**src/tcdm_pkg.sv**
```systemverilog
// TCDM burst subsystem package: address map, widths, request/response payloads, FSM states
package tcdm_pkg;

  // Address map
  localparam int unsigned AddrWidth      = 16;
  localparam int unsigned ByteOffset     = 2;
  localparam int unsigned CutLen         = 4;
  localparam int unsigned BankOffsetBits = $clog2(CutLen);
  localparam int unsigned NumTiles       = 2;
  localparam int unsigned TileIdBits     = 1;
  localparam int unsigned TileDepth      = 64;
  localparam int unsigned BLenWidth      = 3;

  // Payload widths
  localparam int unsigned DataWidth      = 32;
  localparam int unsigned StrbWidth      = DataWidth / 8;
  localparam int unsigned MetaIdWidth    = 4;
  localparam int unsigned TileAddrWidth  = $clog2(TileDepth);

  // Bit positions derived from the map
  localparam int unsigned TileLsb        = ByteOffset + BankOffsetBits;
  localparam int unsigned RowLsb         = TileLsb + TileIdBits;
  localparam int unsigned RowBits        = TileAddrWidth - BankOffsetBits;

  typedef logic [AddrWidth-1:0]     addr_t;
  typedef logic [DataWidth-1:0]     data_t;
  typedef logic [StrbWidth-1:0]     strb_t;
  typedef logic [MetaIdWidth-1:0]   meta_id_t;
  typedef logic [BLenWidth-1:0]     blen_t;
  typedef logic [TileIdBits-1:0]    tile_id_t;
  typedef logic [TileAddrWidth-1:0] tile_addr_t;

  // Burst descriptor, blen of 0 or 1 is a single word
  typedef struct packed {
    logic  isburst;
    blen_t blen;
  } tcdm_breq_t;

  typedef struct packed {
    addr_t      addr;
    logic       write;
    data_t      data;
    strb_t      strb;
    meta_id_t   id;
    tcdm_breq_t burst;
  } tcdm_req_t;

  // One response beat, writes come back with zero data
  typedef struct packed {
    data_t    data;
    meta_id_t id;
    logic     write;
  } tcdm_rsp_t;

  typedef enum logic {
    Bypass,
    BurstCut
  } cutter_state_e;

  typedef enum logic {
    BankIdle,
    BankBurst
  } bank_state_e;

endpackage

```
**src/tcdm_burst_cutter.sv**
```systemverilog
// Burst cutter: splits read bursts that run past a tile row end into two requests
`timescale 1ns/1ps

module tcdm_burst_cutter (
  input  logic                clk_i,
  input  logic                rst_ni,
  // Core side
  input  tcdm_pkg::tcdm_req_t req_i,
  input  logic                req_valid_i,
  output logic                req_ready_o,
  // Crossbar side
  output tcdm_pkg::tcdm_req_t req_o,
  output logic                req_valid_o,
  input  logic                req_ready_i
);
  import tcdm_pkg::*;

  cutter_state_e state_d, state_q;

  // Second part of a cut burst
  tcdm_req_t cut_req_d, cut_req_q;

  logic [BankOffsetBits-1:0] row_offset;
  blen_t                     max_blen;
  blen_t                     rest_blen;
  logic                      need_cut;

  // Words left in the row from the start address onwards
  assign row_offset = req_i.addr[TileLsb-1:ByteOffset];
  assign max_blen   = blen_t'(CutLen) - blen_t'(row_offset);
  assign rest_blen  = req_i.burst.blen - max_blen;

  // Only read bursts get cut
  assign need_cut = req_valid_i && req_i.burst.isburst && !req_i.write &&
                    (req_i.burst.blen > max_blen);

  always_comb begin
    state_d     = state_q;
    cut_req_d   = cut_req_q;
    req_o       = req_i;
    req_valid_o = req_valid_i;
    req_ready_o = req_ready_i;

    case (state_q)
      Bypass: begin
        // Write bursts are served as a single word
        if (req_i.write) begin
          req_o.burst = '0;
        end

        if (need_cut) begin
          // First part goes out now while the original stays pending
          req_ready_o      = 1'b0;
          req_o.burst.blen = max_blen;

          cut_req_d.addr          = req_i.addr + (addr_t'(max_blen) << ByteOffset);
          cut_req_d.write         = 1'b0;
          cut_req_d.data          = '0;
          cut_req_d.strb          = '0;
          // The ID may wrap around
          cut_req_d.id            = req_i.id + meta_id_t'(max_blen);
          cut_req_d.burst.isburst = 1'b1;
          cut_req_d.burst.blen    = rest_blen;

          if (req_ready_i) begin
            state_d = BurstCut;
          end
        end
      end

      BurstCut: begin
        // Second part comes from registers and completes the original
        req_o       = cut_req_q;
        req_valid_o = 1'b1;
        req_ready_o = req_ready_i;

        if (req_ready_i) begin
          state_d = Bypass;
        end
      end

      default: begin
        state_d = Bypass;
      end
    endcase
  end

  always_ff @(posedge clk_i or negedge rst_ni) begin
    if (!rst_ni) begin
      state_q <= Bypass;
    end else begin
      state_q <= state_d;
    end
  end

  always_ff @(posedge clk_i) begin
    cut_req_q <= cut_req_d;
  end

  // Every burst leaving the cutter stays inside its row
  assert property (@(posedge clk_i) disable iff (!rst_ni)
    (req_valid_o && req_o.burst.isburst && (req_o.burst.blen > blen_t'(1)))
    |-> ((int'(req_o.addr[TileLsb-1:ByteOffset]) + int'(req_o.burst.blen)) <= CutLen))
    else $error("Burst crosses a tile row end");

endmodule

```
**config.mk**
```make
export PLATFORM = sky130hd
export DESIGN_NAME = tcdm_burst_cutter
export DESIGN_NICKNAME = d
export VERILOG_FILES = /design/src/tcdm_pkg.sv /design/src/tcdm_burst_cutter.sv
export SDC_FILE = /design/constraint.sdc
export NUM_CORES = 1
export LEC_CHECK = 0
export BUFFER_PORTS_ARGS = -buffer_cell sky130_fd_sc_hd__buf_2
export CAP_MARGIN = 20
export CORE_ASPECT_RATIO = 0.6
export CORE_MARGIN = 3
export CORE_UTILIZATION = 41
export DETAILED_ROUTE_END_ITERATION = 16
export GPL_TIMING_DRIVEN = 1
export MAX_ROUTING_LAYER = met4
export PLACE_DENSITY = 0.78
export RECOVER_POWER = 100
export SYNTH_ARGS = -nofsm -noshare
export SYNTH_HDL_FRONTEND = slang
export SYNTH_SLANG_ARGS = --single-unit
```
**constraint.sdc**
```tcl
create_clock -name clk_i -period 2 [get_ports clk_i]
set_input_delay 0 -clock clk_i [delete_from_list [all_inputs] [get_ports clk_i]]
set_output_delay 0 -clock clk_i [all_outputs]
set_load 0.02 [all_outputs]
```
==> impl_metrics.tcl <==
set metrics [dict create \
    fin_ws_ps 136 \
    crit_cells 9 \
    cts_tree "done" \
    numCtsBuffers 3 \
    vias_per_cell 4.69 \
    seqPwrFrac_pct 40.2 \
    mostFrequentLayoutCells "71 x buf_2, 46 x clkbuf_1, 38 x nor2b_1, 22 x edfxtp_1, 18 x mux2_2" \
    worst_ep_required_time_ps 1950 \
    insertion_delay_ps 270 \
    cts_setup_buffers 0 \
    grt_pass1_vias 1687 \
    layout_commonest_cell "buf_2" \
    clk_path_buf_depth 2 \
    whs_ps 23.4 \
    grt_pass1_wl_um 8090 \
    worstHoldPathType "primary input to asynchronous set/reset pin" \
    holdBufCountCts 4 \
    io_pins 128 \
    clock_sinks 23 \
    overflow 0 \
    syn_avg_cell_area_um2 10.3 \
    cp-start-kind "primary input" \
    place_hpwl_um 4260 \
    yosys_register_bits 23 \
    cp_max_fo 11 \
    cts_root_buffer "clkbuf_8" \
    vias 1718 \
    synth_flop_cell "edfxtp_1" \
    pwr-share-clk_pct 21.1 \
    fin_setup_tns_ps 0 \
    ys_warn_count 0 \
    syn2layout_area_growth_pct 43.2 \
    worstPathCellList "buf_2 -> inv_1 -> ha_1 -> inv_1 -> ha_1 -> nor2_1 -> a311o_1 -> nor2_4 -> clkbuf_2" \
    grt_use_total_pct 20.0 \
    vdd_ir_drop_max_mv 0.317 \
    dieWidth_um 90.7 \
    drcViolationCount 0 \
    pre_cts_slack_ps 1.15 \
    die_area_mm2 0.00516 \
    hold_viol_final 0 \
    pwr-share-comb_pct 38.7 \
    drtIter0Drc 80 \
    ant_nets 0 \
    dr.pass1.iters 4 \
    tightestPinTransition_ps 453 \
    cts.htree.levels 1 \
    cp.arrival_ps 1810 \
    grt_max_degree 45 \
    diodes 0 \
    port-buffer-count 127 \
    synth.distinct_cells 32 \
    worst_path_max_delay_cell "a311o_1" \
    nets 385 \
    critPathTopFamily "buffers and inverters" \
    wire_per_inst_um 14.3 \
    power_mw 1.39 \
    p_switching_mw 0.484 \
    start_util_pct 45.4 \
    p_int_mw 0.909 \
    final_layout_size_suffix_gt1_share_pct 38.2 \
    cap_violations 0 \
    period_needed_ps 1860 \
    place.gp.congestion 0.881 \
    synthCells 172 \
    timing.final.crit_share_pct 93.2 \
    post_cts_resized 0 \
    worst-path-buf-inv 4 \
    status "complete, no violations" \
    ys_seq_area_share_pct 38.8 \
    path_class "primary input to flop" \
    cp-end-kind "flop" \
    relSlewSlack_pct 69.6 \
    slew_violations 0 \
    clkTransAtPathRegs_ps 80 \
    max_stage_delay_ps 400 \
    wirelength_um 5250 \
    sw_frac_of_total_pct 34.8 \
    synth_edf_count 22 \
    syn-num-nets 247 \
    rows 17 \
    async_flop_share_pct 4.35 \
    ff2ff_path_depth 3 \
    antenna_found_initial 0 \
    p_per_area_mw_per_mm2 551 \
    fin_skew_ps 2.74 \
    p_leak_nw 1.11 \
    fin_util_pct 64.9 \
    core_mm2 0.00389 \
    post_synth_instance_area_mm2 0.00177 \
    setup_viol 0 \
    fmax_mhz 536 \
    die_h_um 56.8 \
    rsz0062_at_grt "false" \
]
## flip-flops by register name (all words and copies together) (netlist names)
name       count
cut_req_q     22
state_q        1
## worst paths after layout
kind	end	slack, ps	start
setup / recovery	cut_req_q[49]	140	req_i[48]
hold / removal	state_q	20	rst_ni
setup reg to reg	cut_req_q[49]	310	state_q
hold reg to reg	cut_req_q[2]	1010	state_q
max in group asynchronous	state_q	1880	rst_ni
min in group clk_i	cut_req_q[7]	30	req_i[7]
## per-layer routing
metal	global-route usage [%]	vias up	routed length, um
li1	-	873	-
met3	4.55	5	386
met2	30.8	73	2360
met1	27.2	767	2480
met4	3.49	0	23
met5	-	-	0
## Yosys cell counts (all sizes together), types with 4 or more instances
cell	instances	area, um2
ha	9	113
mux2	18	203
nand3	4	20.0
nor2	5	26.3
xnor2	17	149
a21oi	4	20.0
nand2	9	33.8
nor2b	38	238
inv	11	41.3
nor3	4	20.0
clkbuf	4	15.0
edfxtp	22	661
## per-stage QoR
step | std cells | instance area (um2)
after floorplan | 172 | 1770
after global placement | 358 | 2540
after detailed placement | 358 | 2540
after CTS | 366 | 2630
after global routing | 366 | 2530
final | 366 | 2530
## area by class of cell
| type | count | area, um2 |
|---|---|---|
| repair buffers | 140 | 671 |
| flip-flops and latches | 23 | 687 |
| inverters | 11 | 41.3 |
| well taps | 57 | 71.3 |
| fillers | 360 | 1370 |
| clock buffers | 3 | 41.3 |
| multi-input cells | 131 | 1010 |
| clock inverters | 1 | 5.00 |
## cell families after synthesis
family                     Yosys count  share of synthesized area (%)
muxes                               18                           11.5
DFF                                 23                           38.8
buffers and inverters               18                           3.90
and+or+nand+nor                     68                           22.2
xor gates and xnor gates            18                           8.93
adders and majority gates           10                           7.51
AOI/OAI and AO/OA                   17                           7.16
## power by group through the flow
stage	sequential [mW]	clock [mW]	combinational, mW
4_1_cts	0.561	0.298	0.568
6_report	0.561	0.293	0.539
3_5_place_dp	0.571	0	0.559
2_1_floorplan	0.567	0	0.341
3_3_place_gp	0.571	0	0.550
5_1_grt	0.562	0.316	0.586
(Power assumes the default switching activity.)
