===== config.mk =====
export PLATFORM = sky130hd
export DESIGN_NAME = tcdm_resp_arbiter
export DESIGN_NICKNAME = d
export VERILOG_FILES = /design/src/tcdm_pkg.sv /design/src/tcdm_resp_arbiter.sv
export SDC_FILE = /design/constraint.sdc
export NUM_CORES = 1
export LEC_CHECK = 0
export BUFFER_PORTS_ARGS = -buffer_cell sky130_fd_sc_hd__buf_4
export CORE_ASPECT_RATIO = 1.2
export CORE_MARGIN = 1
export CORE_UTILIZATION = 41
export CTS_CLUSTER_DIAMETER = 50
export CTS_CLUSTER_SIZE = 14
export DETAILED_ROUTE_END_ITERATION = 12
export GPL_ROUTABILITY_DRIVEN = 0
export HOLD_SLACK_MARGIN = 0.05
export PLACE_DENSITY = 0.95
export SYNTH_ARGS = -nofsm -noshare
export SYNTH_HDL_FRONTEND = slang
export SYNTH_SLANG_ARGS = --single-unit

===== constraint.sdc =====
create_clock -name clk_i -period 3.5 [get_ports clk_i]
set_input_delay 0.175 -clock clk_i [delete_from_list [all_inputs] [get_ports clk_i]]
set_output_delay 0.175 -clock clk_i [all_outputs]
set_load 0.005 [all_outputs]

===== src/tcdm_pkg.sv =====
// TCDM burst subsystem package: address map, widths, request/response payloads, FSM states
package tcdm_pkg;

  // Address map
  localparam int unsigned AddrWidth      = 16;
  localparam int unsigned ByteOffset     = 2;
  localparam int unsigned CutLen         = 4;
  localparam int unsigned BankOffsetBits = $clog2(CutLen);
  localparam int unsigned NumTiles       = 2;
  localparam int unsigned TileIdBits     = 1;
  localparam int unsigned TileDepth      = 64;
  localparam int unsigned BLenWidth      = 3;

  // Payload widths
  localparam int unsigned DataWidth      = 32;
  localparam int unsigned StrbWidth      = DataWidth / 8;
  localparam int unsigned MetaIdWidth    = 4;
  localparam int unsigned TileAddrWidth  = $clog2(TileDepth);

  // Bit positions derived from the map
  localparam int unsigned TileLsb        = ByteOffset + BankOffsetBits;
  localparam int unsigned RowLsb         = TileLsb + TileIdBits;
  localparam int unsigned RowBits        = TileAddrWidth - BankOffsetBits;

  typedef logic [AddrWidth-1:0]     addr_t;
  typedef logic [DataWidth-1:0]     data_t;
  typedef logic [StrbWidth-1:0]     strb_t;
  typedef logic [MetaIdWidth-1:0]   meta_id_t;
  typedef logic [BLenWidth-1:0]     blen_t;
  typedef logic [TileIdBits-1:0]    tile_id_t;
  typedef logic [TileAddrWidth-1:0] tile_addr_t;

  // Burst descriptor, blen of 0 or 1 is a single word
  typedef struct packed {
    logic  isburst;
    blen_t blen;
  } tcdm_breq_t;

  typedef struct packed {
    addr_t      addr;
    logic       write;
    data_t      data;
    strb_t      strb;
    meta_id_t   id;
    tcdm_breq_t burst;
  } tcdm_req_t;

  // One response beat, writes come back with zero data
  typedef struct packed {
    data_t    data;
    meta_id_t id;
    logic     write;
  } tcdm_rsp_t;

  typedef enum logic {
    Bypass,
    BurstCut
  } cutter_state_e;

  typedef enum logic {
    BankIdle,
    BankBurst
  } bank_state_e;

endpackage


===== src/tcdm_resp_arbiter.sv =====
// Response arbiter: round-robin merge of the tile response streams with a locked grant
`timescale 1ns/1ps

module tcdm_resp_arbiter (
  input  logic                                clk_i,
  input  logic                                rst_ni,
  // Tile responses
  input  tcdm_pkg::tcdm_rsp_t                 tile_rsp_i [tcdm_pkg::NumTiles],
  input  logic [tcdm_pkg::NumTiles-1:0]       tile_rsp_valid_i,
  output logic [tcdm_pkg::NumTiles-1:0]       tile_rsp_ready_o,
  // Merged response
  output tcdm_pkg::tcdm_rsp_t                 rsp_o,
  output logic                                rsp_valid_o,
  input  logic                                rsp_ready_i
);
  import tcdm_pkg::*;

  tile_id_t rr_q;
  tile_id_t grant_q;
  logic     lock_q;
  tile_id_t sel;
  tile_id_t cand;
  logic     found;

  // First valid tile from the pointer on, or the locked one
  always_comb begin
    sel   = rr_q;
    cand  = rr_q;
    found = 1'b0;
    for (int i = 0; i < NumTiles; i++) begin
      cand = tile_id_t'((int'(rr_q) + i) % NumTiles);
      if (!found && tile_rsp_valid_i[cand]) begin
        sel   = cand;
        found = 1'b1;
      end
    end
    if (lock_q) begin
      sel = grant_q;
    end
  end

  assign rsp_o       = tile_rsp_i[sel];
  assign rsp_valid_o = tile_rsp_valid_i[sel];

  always_comb begin
    tile_rsp_ready_o      = '0;
    tile_rsp_ready_o[sel] = rsp_ready_i && tile_rsp_valid_i[sel];
  end

  always_ff @(posedge clk_i or negedge rst_ni) begin
    if (!rst_ni) begin
      rr_q    <= '0;
      grant_q <= '0;
      lock_q  <= 1'b0;
    end else if (rsp_valid_o) begin
      // Hold the grant while stalled, move past it after the transfer
      grant_q <= sel;
      lock_q  <= !rsp_ready_i;
      if (rsp_ready_i) begin
        rr_q <= tile_id_t'((int'(sel) + 1) % NumTiles);
      end
    end
  end

  assert property (@(posedge clk_i) disable iff (!rst_ni) $onehot0(tile_rsp_ready_o))
    else $error("More than one tile response accepted");

endmodule


==> run_results.csv <==
group,metric,value,unit
run_status,status,"finished, final reports clean",
worst_setup_path,crit_slowest_cell,"o211a_1",
sta,rsz0062_at_grt,"no",
cts,clk_latency,0.24,ns
floorplanning,io_pins,119,
yosys,synth_seq_cells,3,
yosys,synthesis.area,0.00128,mm2
pwr,p_leak,0.00102,uW
cts,cts_tree,"yes",
route,via_count,2048,
yosys,synth-compound-area-share,0.557,
floorplanning,die_w,53.0,um
pwr,p_comb_frac,0.877,
cts,cts_made_buffers,3,
finish,synthToLayoutAreaGrowth,68.3,%
yosys,synth-edff-count,0,
worst_setup_path,cpPeakStageDelay,0.43,ns
sta,fmax,442,MHz
cts,cts_resized,0,
yosys,synth-adder-area-share,0,
yosys,synth_nets,283,
route,wirelength,4790,um
cts,cts_root_buf,"clkbuf_4",
finish,insertedDiodeCount,0,
yosys,ys_warn_count,0,
yosys,synth_seq_area_share,0.0586,
route,drt_iter0_drc,61,
sta,fin_skew,0.000438,ns
route,drt-pass1-iter-count,4,
route,wl_per_cell,14.1,um
finish,fin_nets,385,
cts,max-clock-path-buffers,2,
floorplanning,fp.dieH,63.2,um
pwr,p_sw_frac,0.477,
sta,tns,0,ns
yosys,synthSimpleGateAreaFrac,0.261,
cts,cts_sinks,3,
worst_setup_path,arrival,2.09,ns
pwr,p_sw,469,uW
yosys,synth_top_area_cell,"o2111ai_1",
yosys,synth_xor_area_frac,0,
global_routing,grt_max_degree,43,
worst_setup_path,crit_fanout,42,
placement,place_ws,1.49,ns
floorplanning,dieArea,0.00335,mm2
min_path,min_from,"rsp_ready_i",
pwr,vdd_drop_max,0.431,mV
route,drc,0,
floorplanning,core_area,0.00289,mm2
global_routing,grt_overflow,0,
route,ant_nets,0,
finish,drive_gt1_frac,0.459,
sta,setup_violations,0,
yosys,syn_inst,204,
worst_setup_path,path_delay_family,"buffers and inverters",
sta,fin_crit,2.26,ns
yosys,ys.flop_type,"dfrtp_1",
yosys,synth.most_common_cell,"nand2_1",
global_routing,grt_pass1_vias,1968,
yosys,synthDistinctLibCells,21,
placement,dp_hpwl,3390,um
sta,hold_viol,0,
worst_setup_path,critPathLaunchType,"flip-flop",
yosys,synthMuxAreaShare,0.00781,
worst_setup_path,crit_top_cell,"buf_4",
global_routing,grt_pass1_wl,7850,um
worst_setup_path,crit_start,"rr_q",
sta,tightest_slew,0.635,ns
worst_setup_path,worst-setup-path-type,"flip-flop to output pin",
placement,io_buffers,118,
worst_setup_path,end_kind,"output pin",
global_routing,antenna_found_initial,0,
yosys,synth_top_family_by_area,"compound AO/OA/AOI/OAI gates",
finish,fillers,243,
pwr,p_int,514,uW
worst_setup_path,critical_path_required,3.32,ns
yosys,synthArstFlopShare,1.00,
yosys,synth.avg_cell_area,6.28,um2
pwr,p_clk_frac,0.063,
worst_setup_path,crit_chain,"buf_4 -> o211a_1 -> buf_4 -> o211ai_1 -> buf_4",
sta,slew_headroom,0.577,
cts,post_cts_buffers,0,
flow_run,maxCapViolations,0,
floorplanning,start_util,0.443,
worst_setup_path,crit_buf_inv,3,
sta,slew_viol_final,0,
worst_setup_path,r2r-start,"lock_q",
worst_setup_path,rrSetupSlack,2.29,ns
pwr,p_seq_frac,0.060,
sta,period_share,0.647,
global_routing,grt.total_usage,0.296,
sta,worst_slack,1.24,ns
pwr,power_density,456,mW/mm2
cts,cts_max_level,1,
cts,path_clk_slew,0.04,ns
route,vias_per_cell,6.04,
yosys,synth_commonest_cells,"nand2_1, o2111ai_1, o211ai_1, clkbuf_1, buf_2",
yosys,netlist.area_leader.share,0.253,
yosys,yosys-top-cells-area,"o2111ai_1, nand2_1, o211ai_1, o211ai_2, dfrtp_1",
min_path,hp-class,"primary input to flip-flop",
pwr,p_total,983,uW
floorplanning,rows,21,
## through the flow
| step | hold WS (ns) | instances | util | cell area [um2] |
|---|---|---|---|---|
| after floorplan | -0.121 | 204 | - | 1280 |
| after global placement | -0.0355 | 334 | 0.733 | 2120 |
| after detailed placement | -0.0335 | 334 | 0.733 | 2120 |
| after CTS | 0.153 | 339 | 0.746 | 2160 |
| after global routing | 0.178 | 339 | 0.746 | 2160 |
| final | 0.157 | 339 | 0.746 | 2160 |
## routing by layer
layer / track usage / vias up / wire (um)
met2: 0.584 / 102 / 2570
li1: - / 988 / -
met4: 0.115 / 0 / 90
met1: 0.286 / 948 / 1770
met5: 0 / - / 0
met3: 0.0435 / 10 / 359
## final timing paths
| path | depth (start not counted) | to |
|---|---|---|
| max | 5 | rsp_o[26] |
| min | 2 | lock_q |
| max reg2reg | 4 | grant_q |
| min reg2reg | 2 | grant_q |
| max in group asynchronous | 2 | rr_q |
| min in group asynchronous | 2 | grant_q |
## layout by cell type (no fill, tap or decap), types with 2 or more instances in the layout
master | synthesis | final
buf_4 | 2 | 125
nand2_1 | 77 | 77
o2111ai_1 | 37 | 37
o211ai_1 | 27 | 27
o211ai_2 | 10 | 10
a21oi_1 | 5 | 5
nor2_1 | 4 | 4
clkbuf_4 | 0 | 3
dfrtp_1 | 3 | 3
o21ai_0 | 2 | 2
## cell families after synthesis
family,after synthesis
DFF,3
buffers and inverters,30
and+or+nand+nor,86
AOI/OAI and AO/OA,84
muxes,1
## sequential cells by signal, indices dropped and copies added (netlist names)
signal / count
grant_q: 1
lock_q: 1
rr_q: 1
## cell type report
cell class / instances / area, um2 / share of cell area
flip-flops and latches: 3 / 75.1 / 0.0348
clock buffers: 4 / 26.3 / 0.0122
multi-input cells: 171 / 1060 / 0.492
repair buffers: 126 / 948 / 0.440
inverters: 1 / 3.75 / 0.00174
well taps: 34 / 42.5 / 0.0197
## power by group through the flow
| stage | Combinational (uW) | Sequential [uW] | Clock, uW |
|---|---|---|---|
| 2_1_floorplan | 492 | 56.6 | 0 |
| 3_3_place_gp | 855 | 59.1 | 0 |
| 3_5_place_dp | 861 | 59.5 | 0 |
| 4_1_cts | 865 | 59.0 | 63.9 |
| 5_1_grt | 947 | 61.2 | 64.1 |
| 6_report | 862 | 58.9 | 62.1 |
## what timing repair did
| item | CTS | global route |
|---|---|---|
| setup endpoints to repair | 0 | 0 |
| hold buffers | 1 | 0 |
| endpoints found under the hold margin | 3 | 0 |
(Power assumes the default switching activity.)
